<file path="src/source/common.sv">
package common;

    // basic machine types
    typedef logic [31:0] word_t;      // pc, instruction and data word
    typedef logic [4:0]  reg_idx_t;   // x0..x31

    // bubble markers
    localparam word_t NOP_PC = 32'hffff_ffff;  // pc of a bubble, never word aligned
    localparam word_t NOP_IR = 32'h0000_0013;  // addi x0, x0, 0

    // major opcodes of the supported subset
    typedef enum logic [6:0] {
        OPC_OP     = 7'b0110011,  // register-register alu
        OPC_OP_IMM = 7'b0010011,  // addi only
        OPC_LUI    = 7'b0110111,
        OPC_JAL    = 7'b1101111,
        OPC_BRANCH = 7'b1100011   // beq, bne
    } opcode_t;

    // funct3 / funct7 codes we decode
    localparam logic [2:0] F3_ADD_SUB = 3'b000;
    localparam logic [2:0] F3_SLT     = 3'b010;
    localparam logic [2:0] F3_XOR     = 3'b100;
    localparam logic [2:0] F3_OR      = 3'b110;
    localparam logic [2:0] F3_AND     = 3'b111;
    localparam logic [2:0] F3_BEQ     = 3'b000;
    localparam logic [2:0] F3_BNE     = 3'b001;
    localparam logic [6:0] F7_BASE    = 7'b0000000;
    localparam logic [6:0] F7_SUB     = 7'b0100000;

    // alu function select
    typedef enum logic [2:0] {
        ALU_ADD,
        ALU_SUB,
        ALU_AND,
        ALU_OR,
        ALU_XOR,
        ALU_SLT,     // signed less-than, 0 or 1
        ALU_PASS_B   // lui passes the immediate
    } alu_op_t;

    // control transfer kind resolved in execute
    typedef enum logic [1:0] {
        BR_NONE,
        BR_EQ,
        BR_NE,
        BR_ALWAYS    // jal
    } br_op_t;

    // decode -> execute payload
    typedef struct packed {
        logic     valid;    // low for a bubble
        word_t    pc;
        reg_idx_t rd;       // 0 when nothing is written
        word_t    rs1_val;
        word_t    rs2_val;
        word_t    imm;
        logic     use_imm;  // alu operand b from imm instead of rs2
        alu_op_t  alu_op;
        br_op_t   br_op;
    } id_ex_t;

    // execute -> writeback payload
    typedef struct packed {
        logic     valid;
        word_t    pc;
        reg_idx_t rd;
        word_t    result;
    } ex_wb_t;

endpackage

</file>
<file path="src/source/cpu_if.sv">
`timescale 1ns/1ps

module cpu_if #(
    parameter common::word_t RESET_PC = 32'h0  // first fetch address
) (
    input  wire logic          clk_i,
    input  wire logic          reset_i,
    input  wire logic          halt_i,       // freeze pc, feed bubbles downstream

    output wire common::word_t imem_addr_o,  // rom address, data back next cycle
    input  wire common::word_t imem_data_i,

    input  wire common::word_t jmp_addr_i,   // from execute, combinational
    input  wire logic          jmp_valid_i,
    input  wire logic          ready_i,      // decode can take a new word

    output wire common::word_t pc_o,
    output wire common::word_t ir_o
);

import common::*;

word_t fetch_pc_r;   // pc whose word is on imem_data_i this cycle
word_t next_pc_w;
word_t pc_r;
word_t ir_r;

// next pc choice
always_comb begin
    next_pc_w = fetch_pc_r + 32'd4;            // sequential by default
    if (reset_i)
        next_pc_w = RESET_PC;
    else if (jmp_valid_i)
        next_pc_w = jmp_addr_i;                // a taken transfer is never dropped by halt
    else if (halt_i || !ready_i)
        next_pc_w = fetch_pc_r;                // hold, rom returns the same word again
end

assign imem_addr_o = next_pc_w;  // request the word for the next pc

always_ff @(posedge clk_i) begin
    fetch_pc_r <= next_pc_w;     // lines up with rom latency
end

// output register toward decode
always_ff @(posedge clk_i) begin
    if (reset_i || jmp_valid_i) begin
        pc_r <= NOP_PC;          // flush younger word
        ir_r <= NOP_IR;
    end else if (ready_i) begin
        if (halt_i) begin
            // fetched word waits at fetch_pc_r until halt drops
            pc_r <= NOP_PC;
            ir_r <= NOP_IR;
        end else begin
            pc_r <= fetch_pc_r;
            ir_r <= imem_data_i;
        end
    end
end

assign pc_o = pc_r;
assign ir_o = ir_r;

endmodule

</file>
<file path="src/source/cpu_id.sv">
`timescale 1ns/1ps

module cpu_id (
    input  wire logic             clk_i,
    input  wire logic             reset_i,

    input  wire common::word_t    pc_i,         // NOP_PC marks a bubble
    input  wire common::word_t    ir_i,
    input  wire logic             jmp_valid_i,  // flush from execute

    output wire logic             ready_o,      // low while stalled
    output wire common::reg_idx_t rs1_idx_o,    // register file read ports
    output wire common::reg_idx_t rs2_idx_o,
    input  wire common::word_t    rs1_val_i,
    input  wire common::word_t    rs2_val_i,

    output wire common::id_ex_t   id_ex_o
);

import common::*;

opcode_t    opcode;
logic [2:0] funct3;
logic [6:0] funct7;
reg_idx_t   rd, rs1, rs2;
word_t      imm_i, imm_u, imm_b, imm_j;
logic       legal;
logic       use_rs1, use_rs2;
logic       hazard, stall;
id_ex_t     id_ex_w;
id_ex_t     id_ex_r;

// instruction fields
assign opcode = opcode_t'(ir_i[6:0]);
assign funct3 = ir_i[14:12];
assign funct7 = ir_i[31:25];
assign rd     = ir_i[11:7];
assign rs1    = ir_i[19:15];
assign rs2    = ir_i[24:20];

// immediates, all sign extended from bit 31
assign imm_i = {{20{ir_i[31]}}, ir_i[31:20]};
assign imm_u = {ir_i[31:12], 12'b0};
assign imm_b = {{19{ir_i[31]}}, ir_i[31], ir_i[7], ir_i[30:25], ir_i[11:8], 1'b0};
assign imm_j = {{11{ir_i[31]}}, ir_i[31], ir_i[19:12], ir_i[20], ir_i[30:21], 1'b0};

assign rs1_idx_o = rs1;
assign rs2_idx_o = rs2;

always_comb begin
    legal           = 1'b0;
    use_rs1         = 1'b0;
    use_rs2         = 1'b0;
    id_ex_w.pc      = pc_i;
    id_ex_w.rd      = rd;
    id_ex_w.rs1_val = rs1_val_i;
    id_ex_w.rs2_val = rs2_val_i;
    id_ex_w.imm     = imm_i;
    id_ex_w.use_imm = 1'b0;
    id_ex_w.alu_op  = ALU_ADD;
    id_ex_w.br_op   = BR_NONE;
    case (opcode)
        OPC_OP: begin
            use_rs1 = 1'b1;
            use_rs2 = 1'b1;
            legal   = (funct7 == F7_BASE) || (funct7 == F7_SUB && funct3 == F3_ADD_SUB);
            case (funct3)
                F3_ADD_SUB: id_ex_w.alu_op = (funct7 == F7_SUB) ? ALU_SUB : ALU_ADD;
                F3_SLT:     id_ex_w.alu_op = ALU_SLT;
                F3_XOR:     id_ex_w.alu_op = ALU_XOR;
                F3_OR:      id_ex_w.alu_op = ALU_OR;
                F3_AND:     id_ex_w.alu_op = ALU_AND;
                default:    legal = 1'b0;  // sll, sltu, srl, sra not supported
            endcase
        end
        OPC_OP_IMM: begin
            legal           = (funct3 == F3_ADD_SUB);  // addi only
            use_rs1         = 1'b1;
            id_ex_w.use_imm = 1'b1;
        end
        OPC_LUI: begin
            legal           = 1'b1;
            id_ex_w.use_imm = 1'b1;
            id_ex_w.imm     = imm_u;
            id_ex_w.alu_op  = ALU_PASS_B;
        end
        OPC_JAL: begin
            legal         = 1'b1;
            id_ex_w.imm   = imm_j;
            id_ex_w.br_op = BR_ALWAYS;  // link value made in execute
        end
        OPC_BRANCH: begin
            use_rs1        = 1'b1;
            use_rs2        = 1'b1;
            id_ex_w.rd     = '0;        // no register write
            id_ex_w.imm    = imm_b;
            id_ex_w.alu_op = ALU_SUB;   // retire data is rs1 - rs2
            legal          = (funct3 == F3_BEQ) || (funct3 == F3_BNE);
            id_ex_w.br_op  = (funct3 == F3_BNE) ? BR_NE : BR_EQ;
        end
        default: ;  // anything else is a bubble
    endcase
    id_ex_w.valid = legal && (pc_i != NOP_PC);
    if (!id_ex_w.valid) begin
        id_ex_w.pc    = NOP_PC;
        id_ex_w.br_op = BR_NONE;
    end
end

// producer still in execute, its result is not in the register file yet
assign hazard = id_ex_w.valid && id_ex_r.valid && (id_ex_r.rd != '0) &&
                ((use_rs1 && rs1 == id_ex_r.rd) || (use_rs2 && rs2 == id_ex_r.rd));
assign stall   = hazard && !jmp_valid_i;  // flush wins, word is discarded anyway
assign ready_o = !stall;

always_ff @(posedge clk_i) begin
    if (reset_i || jmp_valid_i || stall) begin
        id_ex_r.valid <= 1'b0;     // bubble
        id_ex_r.pc    <= NOP_PC;
        id_ex_r.br_op <= BR_NONE;
    end else begin
        id_ex_r <= id_ex_w;
    end
end

assign id_ex_o = id_ex_r;

endmodule

</file>
<file path="src/source/cpu_ex.sv">
`timescale 1ns/1ps

module cpu_ex (
    input  wire logic           clk_i,
    input  wire logic           reset_i,

    input  wire common::id_ex_t id_ex_i,

    output wire common::word_t  jmp_addr_o,   // combinational from id_ex_i
    output wire logic           jmp_valid_o,  // one strobe per taken transfer

    output wire common::ex_wb_t ex_wb_o
);

import common::*;

word_t  op_a;
word_t  op_b;
word_t  alu_res;
word_t  result;
logic   taken;
ex_wb_t ex_wb_w;
ex_wb_t ex_wb_r;

assign op_a = id_ex_i.rs1_val;
assign op_b = id_ex_i.use_imm ? id_ex_i.imm : id_ex_i.rs2_val;  // operand b select

// alu
always_comb begin
    case (id_ex_i.alu_op)
        ALU_ADD:    alu_res = op_a + op_b;
        ALU_SUB:    alu_res = op_a - op_b;
        ALU_AND:    alu_res = op_a & op_b;
        ALU_OR:     alu_res = op_a | op_b;
        ALU_XOR:    alu_res = op_a ^ op_b;
        ALU_SLT:    alu_res = word_t'($signed(op_a) < $signed(op_b));
        ALU_PASS_B: alu_res = op_b;
        default:    alu_res = op_a + op_b;
    endcase
end

// branch resolution, compares the raw register values
always_comb begin
    case (id_ex_i.br_op)
        BR_EQ:     taken = (id_ex_i.rs1_val == id_ex_i.rs2_val);
        BR_NE:     taken = (id_ex_i.rs1_val != id_ex_i.rs2_val);
        BR_ALWAYS: taken = 1'b1;
        default:   taken = 1'b0;
    endcase
end

assign jmp_valid_o = id_ex_i.valid && taken;
assign jmp_addr_o  = id_ex_i.pc + id_ex_i.imm;  // same target form for jal and branches

// jal links pc + 4
assign result = (id_ex_i.br_op == BR_ALWAYS) ? id_ex_i.pc + 32'd4 : alu_res;

always_comb begin
    ex_wb_w.valid  = id_ex_i.valid;
    ex_wb_w.pc     = id_ex_i.pc;     // already NOP_PC for a bubble
    ex_wb_w.rd     = id_ex_i.rd;
    ex_wb_w.result = result;
end

always_ff @(posedge clk_i) begin
    if (reset_i) begin
        ex_wb_r.valid <= 1'b0;
        ex_wb_r.pc    <= NOP_PC;
    end else begin
        ex_wb_r <= ex_wb_w;
    end
end

assign ex_wb_o = ex_wb_r;

endmodule

</file>
<file path="src/source/cpu_wb.sv">
`timescale 1ns/1ps

module cpu_wb (
    input  wire logic             clk_i,
    input  wire logic             reset_i,

    input  wire common::ex_wb_t   ex_wb_i,

    input  wire common::reg_idx_t rs1_idx_i,      // read ports for decode
    input  wire common::reg_idx_t rs2_idx_i,
    output wire common::word_t    rs1_val_o,
    output wire common::word_t    rs2_val_o,

    output wire logic             retire_valid_o,  // one pulse per instruction
    output wire common::word_t    retire_pc_o,
    output wire common::reg_idx_t retire_rd_o,
    output wire common::word_t    retire_data_o
);

import common::*;

word_t    regs [1:31];  // x0 not stored
logic     wr_en;
word_t    rs1_val, rs2_val;
logic     retire_valid_r;
word_t    retire_pc_r;
reg_idx_t retire_rd_r;
word_t    retire_data_r;

assign wr_en = ex_wb_i.valid && (ex_wb_i.rd != '0);

always_ff @(posedge clk_i) begin
    if (wr_en)
        regs[ex_wb_i.rd] <= ex_wb_i.result;
end

// read with write-through, x0 reads zero
function automatic word_t read_port(reg_idx_t idx);
    if (idx == '0)
        return '0;
    else if (wr_en && idx == ex_wb_i.rd)
        return ex_wb_i.result;  // value written this cycle
    else
        return regs[idx];
endfunction

always_comb begin
    rs1_val = read_port(rs1_idx_i);
    rs2_val = read_port(rs2_idx_i);
end

assign rs1_val_o = rs1_val;
assign rs2_val_o = rs2_val;

// retire report, one edge after writeback
always_ff @(posedge clk_i) begin
    retire_valid_r <= reset_i ? 1'b0 : ex_wb_i.valid;
    retire_pc_r    <= ex_wb_i.pc;
    retire_rd_r    <= ex_wb_i.rd;
    retire_data_r  <= ex_wb_i.result;
end

assign retire_valid_o = retire_valid_r;
assign retire_pc_o    = retire_pc_r;
assign retire_rd_o    = retire_rd_r;
assign retire_data_o  = retire_data_r;

endmodule

</file>
<file path="src/source/cpu_core.sv">
`timescale 1ns/1ps

module cpu_core #(
    parameter common::word_t RESET_PC = 32'h0  // passed down to fetch
) (
    input  wire logic             clk_i,
    input  wire logic             reset_i,
    input  wire logic             halt_i,

    output wire common::word_t    imem_addr_o,  // synchronous rom outside the core
    input  wire common::word_t    imem_data_i,

    output wire logic             retire_valid_o,
    output wire common::word_t    retire_pc_o,
    output wire common::reg_idx_t retire_rd_o,
    output wire common::word_t    retire_data_o
);

import common::*;

word_t    if_pc, if_ir;          // fetch -> decode
logic     id_ready;              // decode -> fetch
reg_idx_t rs1_idx, rs2_idx;      // decode <-> register file
word_t    rs1_val, rs2_val;
id_ex_t   id_ex;
word_t    jmp_addr;              // execute -> fetch
logic     jmp_valid;             // execute -> fetch, decode
ex_wb_t   ex_wb;

cpu_if #(
    .RESET_PC    (RESET_PC)
) if0 (
    .clk_i       (clk_i),
    .reset_i     (reset_i),
    .halt_i      (halt_i),
    .imem_addr_o (imem_addr_o),
    .imem_data_i (imem_data_i),
    .jmp_addr_i  (jmp_addr),
    .jmp_valid_i (jmp_valid),
    .ready_i     (id_ready),
    .pc_o        (if_pc),
    .ir_o        (if_ir)
);

cpu_id id0 (
    .clk_i       (clk_i),
    .reset_i     (reset_i),
    .pc_i        (if_pc),
    .ir_i        (if_ir),
    .jmp_valid_i (jmp_valid),
    .ready_o     (id_ready),
    .rs1_idx_o   (rs1_idx),
    .rs2_idx_o   (rs2_idx),
    .rs1_val_i   (rs1_val),
    .rs2_val_i   (rs2_val),
    .id_ex_o     (id_ex)
);

cpu_ex ex0 (
    .clk_i       (clk_i),
    .reset_i     (reset_i),
    .id_ex_i     (id_ex),
    .jmp_addr_o  (jmp_addr),
    .jmp_valid_o (jmp_valid),
    .ex_wb_o     (ex_wb)
);

cpu_wb wb0 (
    .clk_i          (clk_i),
    .reset_i        (reset_i),
    .ex_wb_i        (ex_wb),
    .rs1_idx_i      (rs1_idx),
    .rs2_idx_i      (rs2_idx),
    .rs1_val_o      (rs1_val),
    .rs2_val_o      (rs2_val),
    .retire_valid_o (retire_valid_o),
    .retire_pc_o    (retire_pc_o),
    .retire_rd_o    (retire_rd_o),
    .retire_data_o  (retire_data_o)
);

endmodule

</file>
<file path="config.mk">
export PLATFORM = sky130hd
export DESIGN_NAME = cpu_core
export DESIGN_NICKNAME = d
export VERILOG_FILES = /design/src/source/common.sv /design/src/source/cpu_if.sv /design/src/source/cpu_id.sv /design/src/source/cpu_ex.sv /design/src/source/cpu_wb.sv /design/src/source/cpu_core.sv
export SDC_FILE = /design/constraint.sdc
export NUM_CORES = 2
export LEC_CHECK = 0
export BUFFER_PORTS_ARGS = -buffer_cell sky130_fd_sc_hd__buf_2
export CAP_MARGIN = 20
export CORE_ASPECT_RATIO = 1.25
export CORE_MARGIN = 8
export CORE_UTILIZATION = 45
export DETAILED_ROUTE_END_ITERATION = 8
export GPL_TIMING_DRIVEN = 0
export SYNTH_ARGS = -nofsm -noshare
export SYNTH_HDL_FRONTEND = slang
export SYNTH_SLANG_ARGS = --single-unit
</file>
<file path="constraint.sdc">
create_clock -name clk_i -period 11.4 [get_ports clk_i]
set_input_delay 0.57 -clock clk_i [delete_from_list [all_inputs] [get_ports clk_i]]
set_output_delay 0.57 -clock clk_i [all_outputs]
set_load 0.05 [all_outputs]
</file>
# Word level (Yosys, flattened, before mapping)
# Memories as Yosys holds them, arrays and structs flattened. A register that Yosys moved wholly into a read port is not among the register bits.
# Index checks and enable logic that the tools add are counted.
# Widths: inputs -> output; s select.
[op_classes] n_addsub=5 multipliers=0 n_div=0 order_cmp=1 n_eq_ne=25 shift=0 mux=22 bitwise_logic=4 reduce_logical=31
[op_table] operator="$mux 32" n=7
[op_table] operator="$pmux 32 s6" n=1
[op_table] operator="$pmux 31 s3" n=1
[op_table] operator="$add 32x3->32 const B" n=2
[op_table] operator="$add 32x32->32" n=2
[op_table] operator="$and 32x32->32" n=1
[op_table] operator="$eq 32x32->1" n=1
[op_table] operator="$lt 32x32->1" n=1
[op_table] operator="$ne 32x32->1" n=1
[op_table] operator="$ne 32x32->1 const B" n=1
[op_table] operator="$or 32x32->32" n=1
[op_table] operator="$sub 32x32->32" n=1
[op_table] operator="$xor 32x32->32" n=1
[op_table] operator="$eq 7x6->1 const B" n=3
[op_table] operator="$eq 3x3->1 const B" n=6
[op_table] operator="$pmux 3 s5" n=1
[op_table] operator="$eq 7x7->1 const B" n=2
[op_table] operator="$eq 5x5->1" n=2
[op_table] operator="$logic_and 1x1->1" n=10
[op_table] operator="$logic_not 5->1" n=2
[op_table] operator="$reduce_bool 5->1" n=2
[op_table] operator="$eq 3x2->1 const B" n=3
[op_table] operator="$pmux 3 s3" n=1
[op_table] operator="$reduce_or 2->1" n=4
[op_table] operator="16 further kinds" n=31
[totals] register_bits=312 latchBits=0 mem_bits_rw=992 mem_bits_ro=0 inputBits=35 output_inout_bits=102 elab_cells=107 memories=1
[memory_table] memory="wb0.regs" depth=31 word_bits=32 read_ports=2 rd_clocked_by_memory_dff=2 wr=1 line_no="cpu_wb.sv:22" source="word_t regs [1:31];"

# Logic depth before layout (Yosys ltp)
[depth] ltp_word=14 depth_mapped=18 mapped_depth_nobuf=15

# By module
# A second synthesis with hierarchy kept.
[unflattened] cells_unflattened=4916 area_unflattened_um2=67684.9
[by_module_without_submodules] module="cpu_wb" instances=1 cells_per_inst=2748 area_per_inst_um2=48271.3 seq_area_each_um2=31189.9
[by_module_without_submodules] module="cpu_ex" instances=1 cells_per_inst=1376 area_per_inst_um2=10385.0 seq_area_each_um2=1771.7
[by_module_without_submodules] module="cpu_id" instances=1 cells_per_inst=315 area_per_inst_um2=5002.3 seq_area_each_um2=3853.7
[by_module_without_submodules] module="cpu_if" instances=1 cells_per_inst=477 area_per_inst_um2=4026.4 seq_area_each_um2=1921.8

# Least setup slack after synthesis
# OpenSTA, ideal clock, no wires.
[synth_path] path_type="flip-flop to flip-flop" from="register id0.id_ex_o[85] (netlist name)" to="register id0.id_ex_o[100] (netlist name)" setup_time_ns=0.570 arrival_time_ns=6.354 t_required_ns=10.830 slack_ns=4.476 path_stages_with_launch=10 n_path_buf=2 synth_period_minus_slack_ns=6.924 cell_sequence="edfxtp_1 xnor2_1 nand4_1 nor4_1 a21bo_2 a21oi_1 or2_2 clkbuf_1 clkbuf_1 nor2_1"
[synth_via] elab_chain_len=7 elab_cells_between_ends=9 classes_between="2 x eq/ne; 1 x mux; 6 x reduce/logical"
[synth_rtl] item="$ne 32x32->1 or $eq 32x32->1 (tied branches)" line_no="cpu_ex.sv:46, cpu_ex.sv:45"
[synth_rtl] item="$pmux 1 s3 (*)" line_no="cpu_ex.sv:44" source="case (id_ex_i.br_op)"
[synth_rtl] item="$logic_and 1x1->1 (*)" line_no="cpu_ex.sv:52" source="assign jmp_valid_o = id_ex_i.valid && taken;"
[synth_rtl] item="$logic_not 1->1" line_no="cpu_id.sv:113" source="assign stall = hazard && !jmp_valid_i;"
[synth_rtl] item="$logic_and 1x1->1" line_no="cpu_id.sv:113"
[synth_rtl] item="$logic_or 1x1->1 (*)" line_no="cpu_id.sv:117" source="if (reset_i || jmp_valid_i || stall) begin"
[synth_rtl] item="$logic_not 1->1 (no line) (*)"
# Every way passes the cells marked *; elsewhere a longest branch is shown, timed or not.
# A chain may end at the register's enable or synchronous reset.

# Worst setup path after layout
[layout_path] from="register id0.id_ex_r, in the netlist id0.id_ex_o[5]" to="register ex0.ex_wb_r, in the netlist ex0.ex_wb_o[24] (data pin)"
[layout_via] elab_chain_len=4 elab_cells_between_ends=8 classes_between="2 x add/sub; 3 x mux; 3 x bitwise"
[layout_rtl] item="start, declared" line_no="cpu_id.sv:31" source="id_ex_t id_ex_r;"
[layout_rtl] item="start signal, assigned" line_no="cpu_id.sv:122" source="id_ex_r <= id_ex_w;"
[layout_rtl] item="$mux 32 (*)" line_no="cpu_ex.sv:26" source="assign op_b = id_ex_i.use_imm ? id_ex_i.imm : id_ex_i.rs2_val;"
[layout_rtl] item="$add 32x32->32, or another cell as far along" line_no="cpu_ex.sv:31, cpu_ex.sv:38"
[layout_rtl] item="$pmux 32 s6 (*)" line_no="cpu_ex.sv:30" source="case (id_ex_i.alu_op)"
[layout_rtl] item="$mux 32 (*)" line_no="cpu_ex.sv:56" source="assign result = (id_ex_i.br_op == BR_ALWAYS) ? id_ex_i.pc + 32'd4 : alu_res;"
[layout_rtl] item="net ex0.result[24]" line_no="cpu_ex.sv:20" source="word_t result;"
[layout_rtl] item="end signal, assigned" line_no="cpu_ex.sv:70" source="ex_wb_r <= ex_wb_w;"
[layout_rtl] item="end, declared" line_no="cpu_ex.sv:23" source="ex_wb_t ex_wb_r;"
# The timed path passes the listed nets; every way through them passes the cells marked *.

==> impl_results.md <==
- Status: finished, final reports clean
- Setup TNS: 0 ns
- GR Overflow Total: 0
- DR pass1 iterations: 6
- Crit end category: flop
- Via/cell ratio: 6.53
- Die H: 448 microns
- Synth Instances: 4748
- Max Cap Viol: 0
- Met3 usage: 5.58%
- Ys flop type: edfxtp_1
- Die area: 162000 sq um
- Slowest cell on the critical path: a2111oi_0
- Fin area: 77500 sq um
- Largest net degree at the start of global routing: 37
- Leakage: 25.5 nW
- Hold Vio Cnt, Final: 0
- #FFs+latches synth: 1368
- Cell Chain, Critical Path: clkbuf_1 > clkbuf_1 > buf_1 > mux2i_1 > ha_1 > buf_2 > inv_1 > a21oi_1 > a211oi_1 > o31ai_1 > o311ai_1 > o221ai_2 > o21bai_1 > mux2_2 > a2111oi_0 > a211oi_1
- Slew @ Worst Pin: 1.28 ns
- Final worst slack: 3.96 ns
- Pwr Total: 0.0123 W
- Hold Path Sink: if0.ir_o[2]
- Number of flops mapped to enable cells by yosys: 1134
- Row cnt: 158
- GR peak layer: met2
- Yosys warns: 0
- CP Data Required Time: 11.90 ns
- GPL Wtd Cong: 1.00
- Async SR Flop Fraction: 0%
- Iter 0 DRT Violations: 5493
- Tot GR Track Use: 30.9%
- Most common cell in the netlist: edfxtp_1
- Met1 Use GR: 35.2%
- Post-CTS Setup Repair Bufs: 0
- Synth unique cells: 82
- Routed Wire Length: 256000 microns
- Max Freq: 0.134 GHz
- Pwr Density: 158 nW/um^2
- Avg Inst Size Synth: 14.2 sq um
- Crit Reg-Reg Startpoint: id0.id_ex_o[5]
- Post-CTS Resized: 0
- RSZ-0062 raised after global routing: no
- Top cell type's share of synthesized area: 50.6%
- Final setup fails: 0
- Clock slew at reported path FFs: 0.06 ns
- Global-route wire length before repair: 354000 microns
- Clock Sinks: 1368
- Critical Path Source Type: flop
- Slew HR: 15.0%
- Cell area after synthesis: 67200 sq um
- Starting Density: 45.3%
- Period utilization: 65.3%
- Hpwl dp: 192000 microns
- Synth top area cells: edfxtp_1 (51%), mux4_2 (15%), dfxtp_1 (7.0%)
- Fin crit period: 7.44 ns
- TritonCTS clock tree: done
- CP arrival: 7.94 ns
- Final-stage net count: 5306
- Maximum fanout along the worst path: 10
- Hold_ws: 0.0531 ns
- VDD IR max: 0.172 mV
- Register area share after synthesis: 57.6%
- RR Endpoint: ex0.ex_wb_o[24]
- Antenna viol nets, final: 0
- Top post-synthesis cells by count: edfxtp_1 (1134), mux4_2 (440), nor2_1 (362)
- Mapped Nets: 4916
- Grt met2 use: 53.2%
- Core area: 148000 sq um
- R2r setup slk: 3.96 ns
- Area grow syn2layout: 15.3%
- Hold Path Stages: 2
- HP Start: imem_data_i[2]
- Pre-CTS WS: 4.07 ns
- TritonCTS buffer count: 142
- Via count: 46900
- Drt wl/cell: 35.6 microns
- Reg2Reg Depth: 16
- Clock latency on the worst-skew pair: 0.83 ns
- Critical path class: reg -> reg
- Post-DP Area: 72400 sq um
- Worst path max stage delay: 0.88 ns
- Initial antenna violation count: 9
- Final Max Tran Viols: 0
- Root buf cell: clkbuf_16
- Die W: 362 microns
- I/O pins: 137
- Maximum root-to-sink buffer count: 3
- DRC: 0
- Hold WC Path Type: in -> reg
- # H-tree levels: 4
- Synth area leader: edfxtp_1
- Clock Skew: 0.0382 ns
- Vias in the first global route: 46300
- Port Buffer Count: 134
- Share of layout cells above drive strength 1: 20.9%
## timing repair
action	4_1_cts	5_1_grt
endpoints found under the setup margin	0	0
hold buffers	4	0
hold endpoints to repair	4	0
## cell usage in the layout (no fill, tap or decap), types with 52 or more instances in the layout
cell and instances:
xor2_1 69, edfxtp_1 1134, nand2b_1 52, mux4_2 440, o221ai_1 61, buf_2 195
o22ai_1 108, inv_1 112, o21ai_0 153, ha_1 130, a21o_1 57, nor2_1 330
clkbuf_1 253, nand2_1 124, dfxtp_1 234, a21oi_1 325, mux2i_1 263, clkbuf_16 143
a211oi_1 89, nand3_1 58, nor3_1 97, xnor2_1 104
## registers in the layout, indices dropped and copies added (netlist names)
register / count
id0.id_ex_o: 140
wb0.retire_pc_o: 32
wb0.retire_valid_o: 1
if0.ir_o: 32
if0.fetch_pc_r: 32
wb0.retire_rd_o: 5
if0.pc_o: 32
ex0.ex_wb_o: 70
wb0.retire_data_o: 32
wb0.regs: 992
## metrics by stage
step,instances,util [%]
2_1_floorplan,4748,-
3_3_place_gp,6802,47.4
3_5_place_dp,6891,48.8
4_1_cts,7157,52.0
5_1_grt,7177,52.3
6_report,7179,52.3
## report_power, final
| group | internal [W] | switching [W] |
|---|---|---|
| sequential | 0.00562 | 0.000169 |
| clock | 0.00260 | 0.00210 |
| combinational | 0.000612 | 0.00114 |
## how the worst max path moves through the flow
stage	startpoint	endpoint	slack, ns	depth (start not counted)
after global placement	id0.id_ex_o[92]	id0.id_ex_o[75]	1.34	10
after detailed placement	id0.id_ex_o[5]	ex0.ex_wb_o[24]	4.07	16
after floorplan	id0.id_ex_o[85]	id0.id_ex_o[100]	4.48	9
after global routing	id0.id_ex_o[5]	ex0.ex_wb_o[24]	3.96	16
after CTS	id0.id_ex_o[5]	ex0.ex_wb_o[24]	4.01	16
final	id0.id_ex_o[5]	ex0.ex_wb_o[24]	3.96	16
## cell type report
| class | count | area (sq um) |
|---|---|---|
| buffer | 332 | 1360 |
| antenna | 3 | 7.51 |
| timing repair buffer | 246 | 2970 |
| multi-input combinational | 2933 | 26900 |
| clock buffer | 175 | 3750 |
| sequential | 1368 | 38700 |
| inverter | 115 | 432 |
| clock inverter | 87 | 901 |
| tap | 1920 | 2400 |
| fill | 12500 | 70800 |
## layer usage
metal  vias up  part of all wire, %
li1      19600                    -
met3       754                  7.9
met2      2665                   49
met5         -                0.018
met1     23900                   35
met4         6                  8.1
## worst max-delay path: cells and delay by family, from the launching register on
kind                     cells  cell delay (ns)
AO/OA/AOI/OAI                8             2.99
buffers and inverters        5             2.36
multiplexers                 2             1.07
adder cells (fa/ha/maj)      1             0.36
flip-flops                   1             0.32
## logic make-up (layout without fill, tap and decap cells)
family	Yosys count	in the layout	synth area share [%]
AND/OR/NAND/NOR	906	906	6.49
XOR/XNOR	173	173	2.25
flip-flops	1368	1368	57.6
AO/OA/AOI/OAI	975	975	9.09
other	0	3	0
adder cells (fa/ha/maj)	133	133	2.51
multiplexers	746	746	19.4
buffers and inverters	447	955	2.66
No activity file was read; power rests on OpenSTA's default activity.
